File: config.mk
export PLATFORM = sky130hd
export DESIGN_NAME = motorCtrlTop
export DESIGN_NICKNAME = d
export VERILOG_FILES = /design/src/hdl/motorPkg.sv /design/src/hdl/axiLiteRegs.sv /design/src/hdl/stepGenerator.sv /design/src/hdl/pwmModulator.sv /design/src/hdl/motorCtrlTop.sv
export SDC_FILE = /design/constraint.sdc
export NUM_CORES = 1
export LEC_CHECK = 0
export BUFFER_PORTS_ARGS = -buffer_cell sky130_fd_sc_hd__buf_2
export CAP_MARGIN = 10
export CORE_ASPECT_RATIO = 1.25
export CORE_MARGIN = 2
export CORE_UTILIZATION = 45
export CTS_CLUSTER_SIZE = 24
export DETAILED_ROUTE_END_ITERATION = 8
export PLACE_DENSITY = 0.75
export SYNTH_ARGS = -nofsm -noshare
export SYNTH_HDL_FRONTEND = slang
export SYNTH_SLANG_ARGS = --single-unit
File: constraint.sdc
create_clock -name clk -period 3.3 [get_ports clk]
set_clock_uncertainty 0.15 [all_clocks]
set_input_delay 0.33 -clock clk [delete_from_list [all_inputs] [get_ports clk]]
set_output_delay 0.33 -clock clk [all_outputs]
set_load 0.05 [all_outputs]
File: src/hdl/motorPkg.sv
`default_nettype none

package motorPkg;

    localparam int STEP_COUNT = 12;
    localparam int STEP_W = 4;
    localparam int PERIOD_W = 25;
    localparam int SPLIT_W = 2;
    localparam int OFFSET_B = 8;
    localparam int OFFSET_C = 4;
    localparam logic [STEP_W-1:0] STEP_IDLE = 4'hF;
    localparam int CARRIER_W = 8;
    localparam int ROUNDS_W = 32;
    localparam logic [PERIOD_W-1:0] PERIOD_RESET = 25'd1000;

    // Bus widths. Offsets above the register window are decoded as errors.
    localparam int AXI_ADDR_W = 8;
    localparam int AXI_DATA_W = 32;
    localparam int REG_OFS_W = 4;

    // Sampled sine around the carrier midpoint, one level per step.
    localparam logic [CARRIER_W-1:0] DUTY_TABLE [STEP_COUNT] = '{
        8'd128, 8'd192, 8'd239, 8'd255, 8'd239, 8'd192,
        8'd128, 8'd64,  8'd17,  8'd1,   8'd17,  8'd64
    };

    typedef enum logic [1:0] {
        OKAY   = 2'b00,
        SLVERR = 2'b10
    } axiResp_e;

    typedef enum logic [REG_OFS_W-1:0] {
        ADDR_CTRL   = 4'h0,
        ADDR_PERIOD = 4'h4,
        ADDR_STATUS = 4'h8,
        ADDR_ROUNDS = 4'hC
    } regAddr_e;

    typedef struct packed {
        logic                enable;
        logic [SPLIT_W-1:0]  splitMax;
        logic [PERIOD_W-1:0] period;
    } motorCfg_t;

    typedef struct packed {
        logic [STEP_W-1:0]  stepA;
        logic [STEP_W-1:0]  stepB;
        logic [STEP_W-1:0]  stepC;
        logic [SPLIT_W-1:0] splitSlot;
    } motorDrive_t;

    typedef struct packed {
        logic a;
        logic b;
        logic c;
    } phasePwm_t;

    typedef struct packed {
        logic [AXI_ADDR_W-1:0] awaddr;
        logic                  awvalid;
        logic [AXI_DATA_W-1:0] wdata;
        logic                  wvalid;
        logic                  bready;
        logic [AXI_ADDR_W-1:0] araddr;
        logic                  arvalid;
        logic                  rready;
    } axiLiteReq_t;

    typedef struct packed {
        logic                  awready;
        logic                  wready;
        axiResp_e              bresp;
        logic                  bvalid;
        logic                  arready;
        logic [AXI_DATA_W-1:0] rdata;
        axiResp_e              rresp;
        logic                  rvalid;
    } axiLiteRsp_t;

endpackage

`default_nettype wire

File: src/hdl/axiLiteRegs.sv
`default_nettype none

module axiLiteRegs (
    input  wire                                clk,
    input  wire                                rst,
    input  motorPkg::axiLiteReq_t              axiReq,
    output motorPkg::axiLiteRsp_t              axiRsp,
    output motorPkg::motorCfg_t                cfg,
    input  motorPkg::motorDrive_t              drive,
    input  wire                                running,
    input  wire [motorPkg::ROUNDS_W-1:0]       rounds
);

    logic                               writeAccept;
    logic                               readAccept;
    logic                               bValid;
    motorPkg::axiResp_e                 bResp;
    logic                               rValid;
    motorPkg::axiResp_e                 rResp;
    logic [motorPkg::AXI_DATA_W-1:0]    rData;
    logic [motorPkg::AXI_DATA_W-1:0]    ctrlWord;
    logic [motorPkg::AXI_DATA_W-1:0]    periodWord;
    logic [motorPkg::AXI_DATA_W-1:0]    statusWord;
    logic [motorPkg::AXI_DATA_W-1:0]    readData;
    motorPkg::axiResp_e                 readResp;
    logic                               writeInRange;
    logic                               readInRange;

    // One write and one read may be outstanding at a time.
    assign writeAccept = axiReq.awvalid && axiReq.wvalid && !bValid;
    assign readAccept  = axiReq.arvalid && !rValid;

    assign writeInRange = axiReq.awaddr[motorPkg::AXI_ADDR_W-1:motorPkg::REG_OFS_W] == '0;
    assign readInRange  = axiReq.araddr[motorPkg::AXI_ADDR_W-1:motorPkg::REG_OFS_W] == '0;

    assign ctrlWord   = {26'd0, cfg.splitMax, 3'd0, cfg.enable};
    assign periodWord = {7'd0, cfg.period};
    assign statusWord = {23'd0, running, 2'd0, drive.splitSlot, drive.stepA};

    always_comb begin
        readData = '0;
        readResp = motorPkg::OKAY;
        if (!readInRange) begin
            readResp = motorPkg::SLVERR;
        end else begin
            case (motorPkg::regAddr_e'(axiReq.araddr[motorPkg::REG_OFS_W-1:0]))
                motorPkg::ADDR_CTRL:   readData = ctrlWord;
                motorPkg::ADDR_PERIOD: readData = periodWord;
                motorPkg::ADDR_STATUS: readData = statusWord;
                motorPkg::ADDR_ROUNDS: readData = motorPkg::AXI_DATA_W'(rounds);
                default:               readResp = motorPkg::SLVERR;
            endcase
        end
    end

    // Write channel and configuration registers.
    always_ff @(posedge clk) begin
        if (rst) begin
            cfg.enable   <= 1'b0;
            cfg.splitMax <= '0;
            cfg.period   <= motorPkg::PERIOD_RESET;
            bValid       <= 1'b0;
            bResp        <= motorPkg::OKAY;
        end else begin
            if (bValid && axiReq.bready) begin
                bValid <= 1'b0;
            end
            if (writeAccept) begin
                bValid <= 1'b1;
                bResp  <= motorPkg::OKAY;
                if (!writeInRange) begin
                    bResp <= motorPkg::SLVERR;
                end else begin
                    case (motorPkg::regAddr_e'(axiReq.awaddr[motorPkg::REG_OFS_W-1:0]))
                        motorPkg::ADDR_CTRL: begin
                            cfg.enable   <= axiReq.wdata[0];
                            cfg.splitMax <= axiReq.wdata[5:4];
                        end
                        motorPkg::ADDR_PERIOD: begin
                            cfg.period <= axiReq.wdata[motorPkg::PERIOD_W-1:0];
                        end
                        // Read-only registers take the write silently.
                        motorPkg::ADDR_STATUS, motorPkg::ADDR_ROUNDS: begin
                            bResp <= motorPkg::OKAY;
                        end
                        default: begin
                            bResp <= motorPkg::SLVERR;
                        end
                    endcase
                end
            end
        end
    end

    // Read channel.
    always_ff @(posedge clk) begin
        if (rst) begin
            rValid <= 1'b0;
            rResp  <= motorPkg::OKAY;
        end else begin
            if (rValid && axiReq.rready) begin
                rValid <= 1'b0;
            end
            if (readAccept) begin
                rValid <= 1'b1;
                rResp  <= readResp;
            end
        end
    end

    // Read data is sampled in the acceptance cycle.
    always_ff @(posedge clk) begin
        if (readAccept) begin
            rData <= readData;
        end
    end

    assign axiRsp = '{
        awready: writeAccept,
        wready:  writeAccept,
        bresp:   bResp,
        bvalid:  bValid,
        arready: readAccept,
        rdata:   rData,
        rresp:   rResp,
        rvalid:  rValid
    };

endmodule

`default_nettype wire

File: src/hdl/stepGenerator.sv
`default_nettype none

module stepGenerator (
    input  wire                                clk,
    input  wire                                rst,
    input  motorPkg::motorCfg_t                cfg,
    output motorPkg::motorDrive_t              drive,
    output logic                               running,
    output logic [motorPkg::ROUNDS_W-1:0]      rounds
);

    logic                               enableQ;
    logic                               startPulse;
    logic                               lastCycle;
    logic                               slotEnd;
    logic                               stepAdvance;
    logic                               wrap;
    logic [motorPkg::PERIOD_W-1:0]      slotCnt;
    logic [motorPkg::STEP_W-1:0]        stepANext;

    // Maps a phase A step to a lagging phase, modulo twelve.
    function automatic logic [motorPkg::STEP_W-1:0] offsetStep(
        input logic [motorPkg::STEP_W-1:0] step,
        input int                          offset
    );
        logic [motorPkg::STEP_W:0] sum;
        if (step == motorPkg::STEP_IDLE) begin
            return motorPkg::STEP_IDLE;
        end
        sum = step + (motorPkg::STEP_W + 1)'(offset);
        if (sum >= (motorPkg::STEP_W + 1)'(motorPkg::STEP_COUNT)) begin
            sum = sum - (motorPkg::STEP_W + 1)'(motorPkg::STEP_COUNT);
        end
        return sum[motorPkg::STEP_W-1:0];
    endfunction

    assign startPulse  = cfg.enable && !enableQ;
    // Counter at 0 or 1 closes the slot.
    assign lastCycle   = slotCnt[motorPkg::PERIOD_W-1:1] == '0;
    assign slotEnd     = cfg.enable && !startPulse && lastCycle;
    assign stepAdvance = slotEnd && (drive.splitSlot == '0);
    assign wrap = stepAdvance && (drive.stepA == motorPkg::STEP_W'(motorPkg::STEP_COUNT - 1));
    assign running     = enableQ;

    always_comb begin
        stepANext = drive.stepA;
        if (!cfg.enable) begin
            stepANext = motorPkg::STEP_IDLE;
        end else if (startPulse) begin
            stepANext = '0;
        end else if (wrap) begin
            stepANext = '0;
        end else if (stepAdvance) begin
            stepANext = drive.stepA + 1'b1;
        end
    end

    always_ff @(posedge clk) begin
        if (rst) begin
            enableQ         <= 1'b0;
            slotCnt         <= '0;
            drive.stepA     <= motorPkg::STEP_IDLE;
            drive.stepB     <= motorPkg::STEP_IDLE;
            drive.stepC     <= motorPkg::STEP_IDLE;
            drive.splitSlot <= '0;
            rounds          <= '0;
        end else begin
            enableQ <= cfg.enable;

            if (!cfg.enable || startPulse || lastCycle) begin
                slotCnt <= cfg.period;
            end else begin
                slotCnt <= slotCnt - 1'b1;
            end

            if (!cfg.enable) begin
                drive.splitSlot <= '0;
            end else if (startPulse || stepAdvance) begin
                drive.splitSlot <= cfg.splitMax;
            end else if (slotEnd) begin
                drive.splitSlot <= drive.splitSlot - 1'b1;
            end

            // B and C follow the next A so all phases switch together.
            drive.stepA <= stepANext;
            drive.stepB <= offsetStep(stepANext, motorPkg::OFFSET_B);
            drive.stepC <= offsetStep(stepANext, motorPkg::OFFSET_C);

            if (!cfg.enable) begin
                rounds <= '0;
            end else if (wrap) begin
                rounds <= rounds + 1'b1;
            end
        end
    end

endmodule

`default_nettype wire

File: src/hdl/pwmModulator.sv
`default_nettype none

module pwmModulator (
    input  wire                        clk,
    input  wire                        rst,
    input  motorPkg::motorDrive_t      drive,
    input  wire                        running,
    output motorPkg::phasePwm_t        pwm
);

    logic [motorPkg::CARRIER_W-1:0] carrier;
    logic                           levelA;
    logic                           levelB;
    logic                           levelC;

    // High while the carrier sits below the duty of the given step.
    function automatic logic phaseOn(
        input logic [motorPkg::STEP_W-1:0]    step,
        input logic [motorPkg::CARRIER_W-1:0] level
    );
        if (step >= motorPkg::STEP_W'(motorPkg::STEP_COUNT)) begin
            return 1'b0;
        end
        return level < motorPkg::DUTY_TABLE[step];
    endfunction

    assign levelA = phaseOn(drive.stepA, carrier);
    assign levelB = phaseOn(drive.stepB, carrier);
    assign levelC = phaseOn(drive.stepC, carrier);

    always_ff @(posedge clk) begin
        if (rst) begin
            carrier <= '0;
            pwm     <= '0;
        end else begin
            // One carrier shared by all three phases.
            if (running) begin
                carrier <= carrier + 1'b1;
            end else begin
                carrier <= '0;
            end
            pwm.a <= levelA;
            pwm.b <= levelB;
            pwm.c <= levelC;
        end
    end

endmodule

`default_nettype wire

File: src/hdl/motorCtrlTop.sv
`default_nettype none

module motorCtrlTop (
    input  wire                        clk,
    input  wire                        rst,
    input  motorPkg::axiLiteReq_t      axiReq,
    output motorPkg::axiLiteRsp_t      axiRsp,
    output motorPkg::motorDrive_t      drive,
    output motorPkg::phasePwm_t        pwm
);

    motorPkg::motorCfg_t                cfg;
    logic                               running;
    logic [motorPkg::ROUNDS_W-1:0]      rounds;

    // Host side configuration and status.
    axiLiteRegs uRegs (
        .clk     (clk),
        .rst     (rst),
        .axiReq  (axiReq),
        .axiRsp  (axiRsp),
        .cfg     (cfg),
        .drive   (drive),
        .running (running),
        .rounds  (rounds)
    );

    // Twelve-step commutation sequence.
    stepGenerator uStepGen (
        .clk     (clk),
        .rst     (rst),
        .cfg     (cfg),
        .drive   (drive),
        .running (running),
        .rounds  (rounds)
    );

    pwmModulator uPwm (
        .clk     (clk),
        .rst     (rst),
        .drive   (drive),
        .running (running),
        .pwm     (pwm)
    );

endmodule

`default_nettype wire

==> results.toml <==
[cells_and_area]
diodes = 0
syn2layout_area_growth_pct = 18.8
final_layout_size_suffix_gt1_frac = 0.183
num-nets-final = 1009
design_area_sq_um = 8880

[detailed_routing]
met2_length_um = 9290
drc_errors = 0
wl_um = 18700
num_vias = 6475
avgViaCountPerCell = 5.64
wl_per_cell_um = 16.3
highest_layer = "met4"
met3WireLength_um = 835
wl_met1_um = 7960
ant_nets = 0
first_pass_iters = 5
drtIter0Drc = 480

[sta]
grt_setup_unrepaired = "no"
fin_ws_ns = 0.413
finalMaxSlewViolations = 0
max_freq_mhz = 346
final.min_clock_period_ns = 2.89
setup_tns_ns = 0
worst_pin_slew_ns = 1.17
period_share = 0.875
whs_ns = 0.000425
finalSetupViolations = 0
finalHoldViolCount = 0
maxSlewHeadroom = 0.221

[power_and_ir_drop]
cellLeakagePower_nw = 3.42
max-vdd-ir-drop_v = 0.000273
p_per_area_nw_per_um2 = 447

[status]
outcome = "finished clean"

[die]
die_y_um = 148
boundaryPins = 113
die_w_um = 119
core_sq_um = 16200
start_util = 0.461
rows = 52
dieArea_sq_um = 17700

[critical_path]
cp_slowest_cell = "nor4_2"
crit_type = "flip-flop to flip-flop"
cp_cell_sequence = "nor4_2 > nand4_1 > buf_4 > o41ai_1 > o211ai_1 > nand2b_1 > ha_1 > o32ai_1 > nand2b_1"
start_kind = "flip-flop"
cp_common_cell = "nand2b_1"
ff2ff_setup_slack_ns = 0.41
timing.rr.start = "uStepGen.slotCnt[3]$_SDFF_PP0_"
crit_family = "simple AND/OR/NAND/NOR gates"
required_ns = 3.45
cp_num_cells = 9
cp-endpoint = "uStepGen.drive[9]$_SDFF_PP1_"
rr_worst_depth = 9
arrival_ns = 3.04
critPathCaptureType = "flip-flop"
critPathLaunch = "uStepGen.slotCnt[3]$_SDFF_PP0_"
max_stage_delay_ns = 0.46
r2r-end = "uStepGen.drive[9]$_SDFF_PP1_"
worstPathMaxFanout = 8
crit_buf_inv = 1

[yosys]
syn-cell-area_sq_um = 7470
syn_inst = 820
async_reset_ff_frac = 0
synthFlopType = "dfxtp_1"
yosysMostFrequentCell = "nor2_1"
yosysWarnings = 0
synth_edf_count = 32
syn_area_per_cell_sq_um = 9.11
ys_ff_latch = 144
synth_top_cell_area_share = 0.300
yosys-top-cells-area = "dfxtp_1, edfxtp_1, nor2_1"
netlist-cell-type-count = 61
synthTopCellsByCount = "nor2_1, dfxtp_1, a21oi_1, clkbuf_1"
ys_seq_area_frac = 0.429
yosys.area.top_type = "dfxtp_1"

[clock_tree]
clkLatencyLatePin_ns = 0.43
cts_tree = "yes"
cts_sinks = 144
clock_path_buffers = 2
post_cts_buffers = 0
h-tree-depth = 4
cts_made_buffers = 17
clk_pin_slew_ns = 0.06
ctsRootBufferMaster = "clkbuf_16"

[global_route]
grt_pass1_vias = 6055
grt_pass1_wl_um = 30200
grt_usage = 0.213
grt_overflow = 0
antenna_found_initial = 0
grt_max_degree = 57

[placement]
dpl-instance-area_sq_um = 8170
hpwl_um = 13200
dp_slack_ns = 0.475
gp_congestion = 0.851
io_buffers = 103

[job]
max_cap_violations = 0

[min_path]
worst_hold_startpoint = "axiReq[32]"
hp-class = "primary input to flip-flop"
-- registers in the layout, summed over array words and instances (netlist names) --
name,flops
uStepGen.rounds,32
uStepGen.running,1
uPwm.carrier,8
uRegs.bResp,1
uRegs.bValid,1
uRegs.rResp,1
uPwm.pwm,3
uRegs.rValid,1
uStepGen.slotCnt,25
uRegs.cfg,28
uRegs.rData,32
uStepGen.drive,11
-- tightest hold or removal path: cells and delay by family --
kind                   cells  cell delay (ns)
buffers and inverters      1             0.08
muxes                      1             0.05
and+or+nand+nor            1             0.08
-- per-stage QoR --
step	util	power, mW	std cells
floorplan	-	2.05	821
global placement	0.504	2.12	1104
detailed placement	0.504	2.12	1104
CTS	0.548	3.99	1149
global route	0.548	4.08	1149
finish	0.548	3.97	1149
-- cell families after synthesis --
family / synth area share
flops: 0.429
compound gates: 0.164
mux: 0.0430
fa+ha+maj: 0.0569
other cells: 0.000502
xor+xnor: 0.0387
buf+inv: 0.0501
simple gates: 0.218
-- report_power, final --
group	leakage (nW)	total (mW)	switching, mW	internal, mW
Clock	0.289	1.87	0.782	1.09
Combinational	1.91	0.253	0.180	0.0730
Sequential	1.22	1.84	0.0145	1.83
-- timing repair --
action,in CTS,in global routing
gates resized for setup,0,0
hold endpoints to repair,13,0
hold buffers,13,0
-- cell type report --
cell class / count / area [sq um]
fillers: 1451 / 7320
repair buffers: 136 / 796
multi-input cells: 592 / 3920
clock buffers: 19 / 453
inverters: 29 / 109
well taps: 216 / 270
flip-flops and latches: 144 / 3200
clock inverters: 13 / 126
-- how the worst min path moves through the flow --
| stage | end | slack [ns] | cells past startpoint |
|---|---|---|---|
| after CTS | uRegs.cfg[20]$_SDFFE_PP0P_ | 0.002 | 3 |
| final | uRegs.cfg[20]$_SDFFE_PP0P_ | 0.0004 | 3 |
| after detailed placement | uStepGen.slotCnt[0]$_SDFF_PP0_ | 0.32 | 1 |
| after floorplan | uRegs.rValid$_SDFFE_PP0P_ | 0.28 | 1 |
| after global placement | uStepGen.rounds[31]$_SDFFE_PP0P_ | 0.32 | 2 |
| after global routing | uRegs.cfg[20]$_SDFFE_PP0P_ | 0.02 | 3 |
-- layer usage --
layer  vias to the layer above  track usage
met3                        41       0.0429
met5                         -            0
met2                       175        0.361
met1                      3032        0.264
li1                       3227            -
met4                         0       0.0935
-- placed cells by master, fill, tap and decap left out, drive strengths merged, types with 20 or more instances in the layout --
cell type,instances
xnor2,24
mux2i,31
nor2,118
inv,33
edfxtp,32
a22oi,25
a21oi,39
a211oi,27
nand4,20
ha,34
or4,30
nand2,34
nand3,20
dfxtp,112
buf,123
o31ai,25
(Power assumes the default switching activity.)
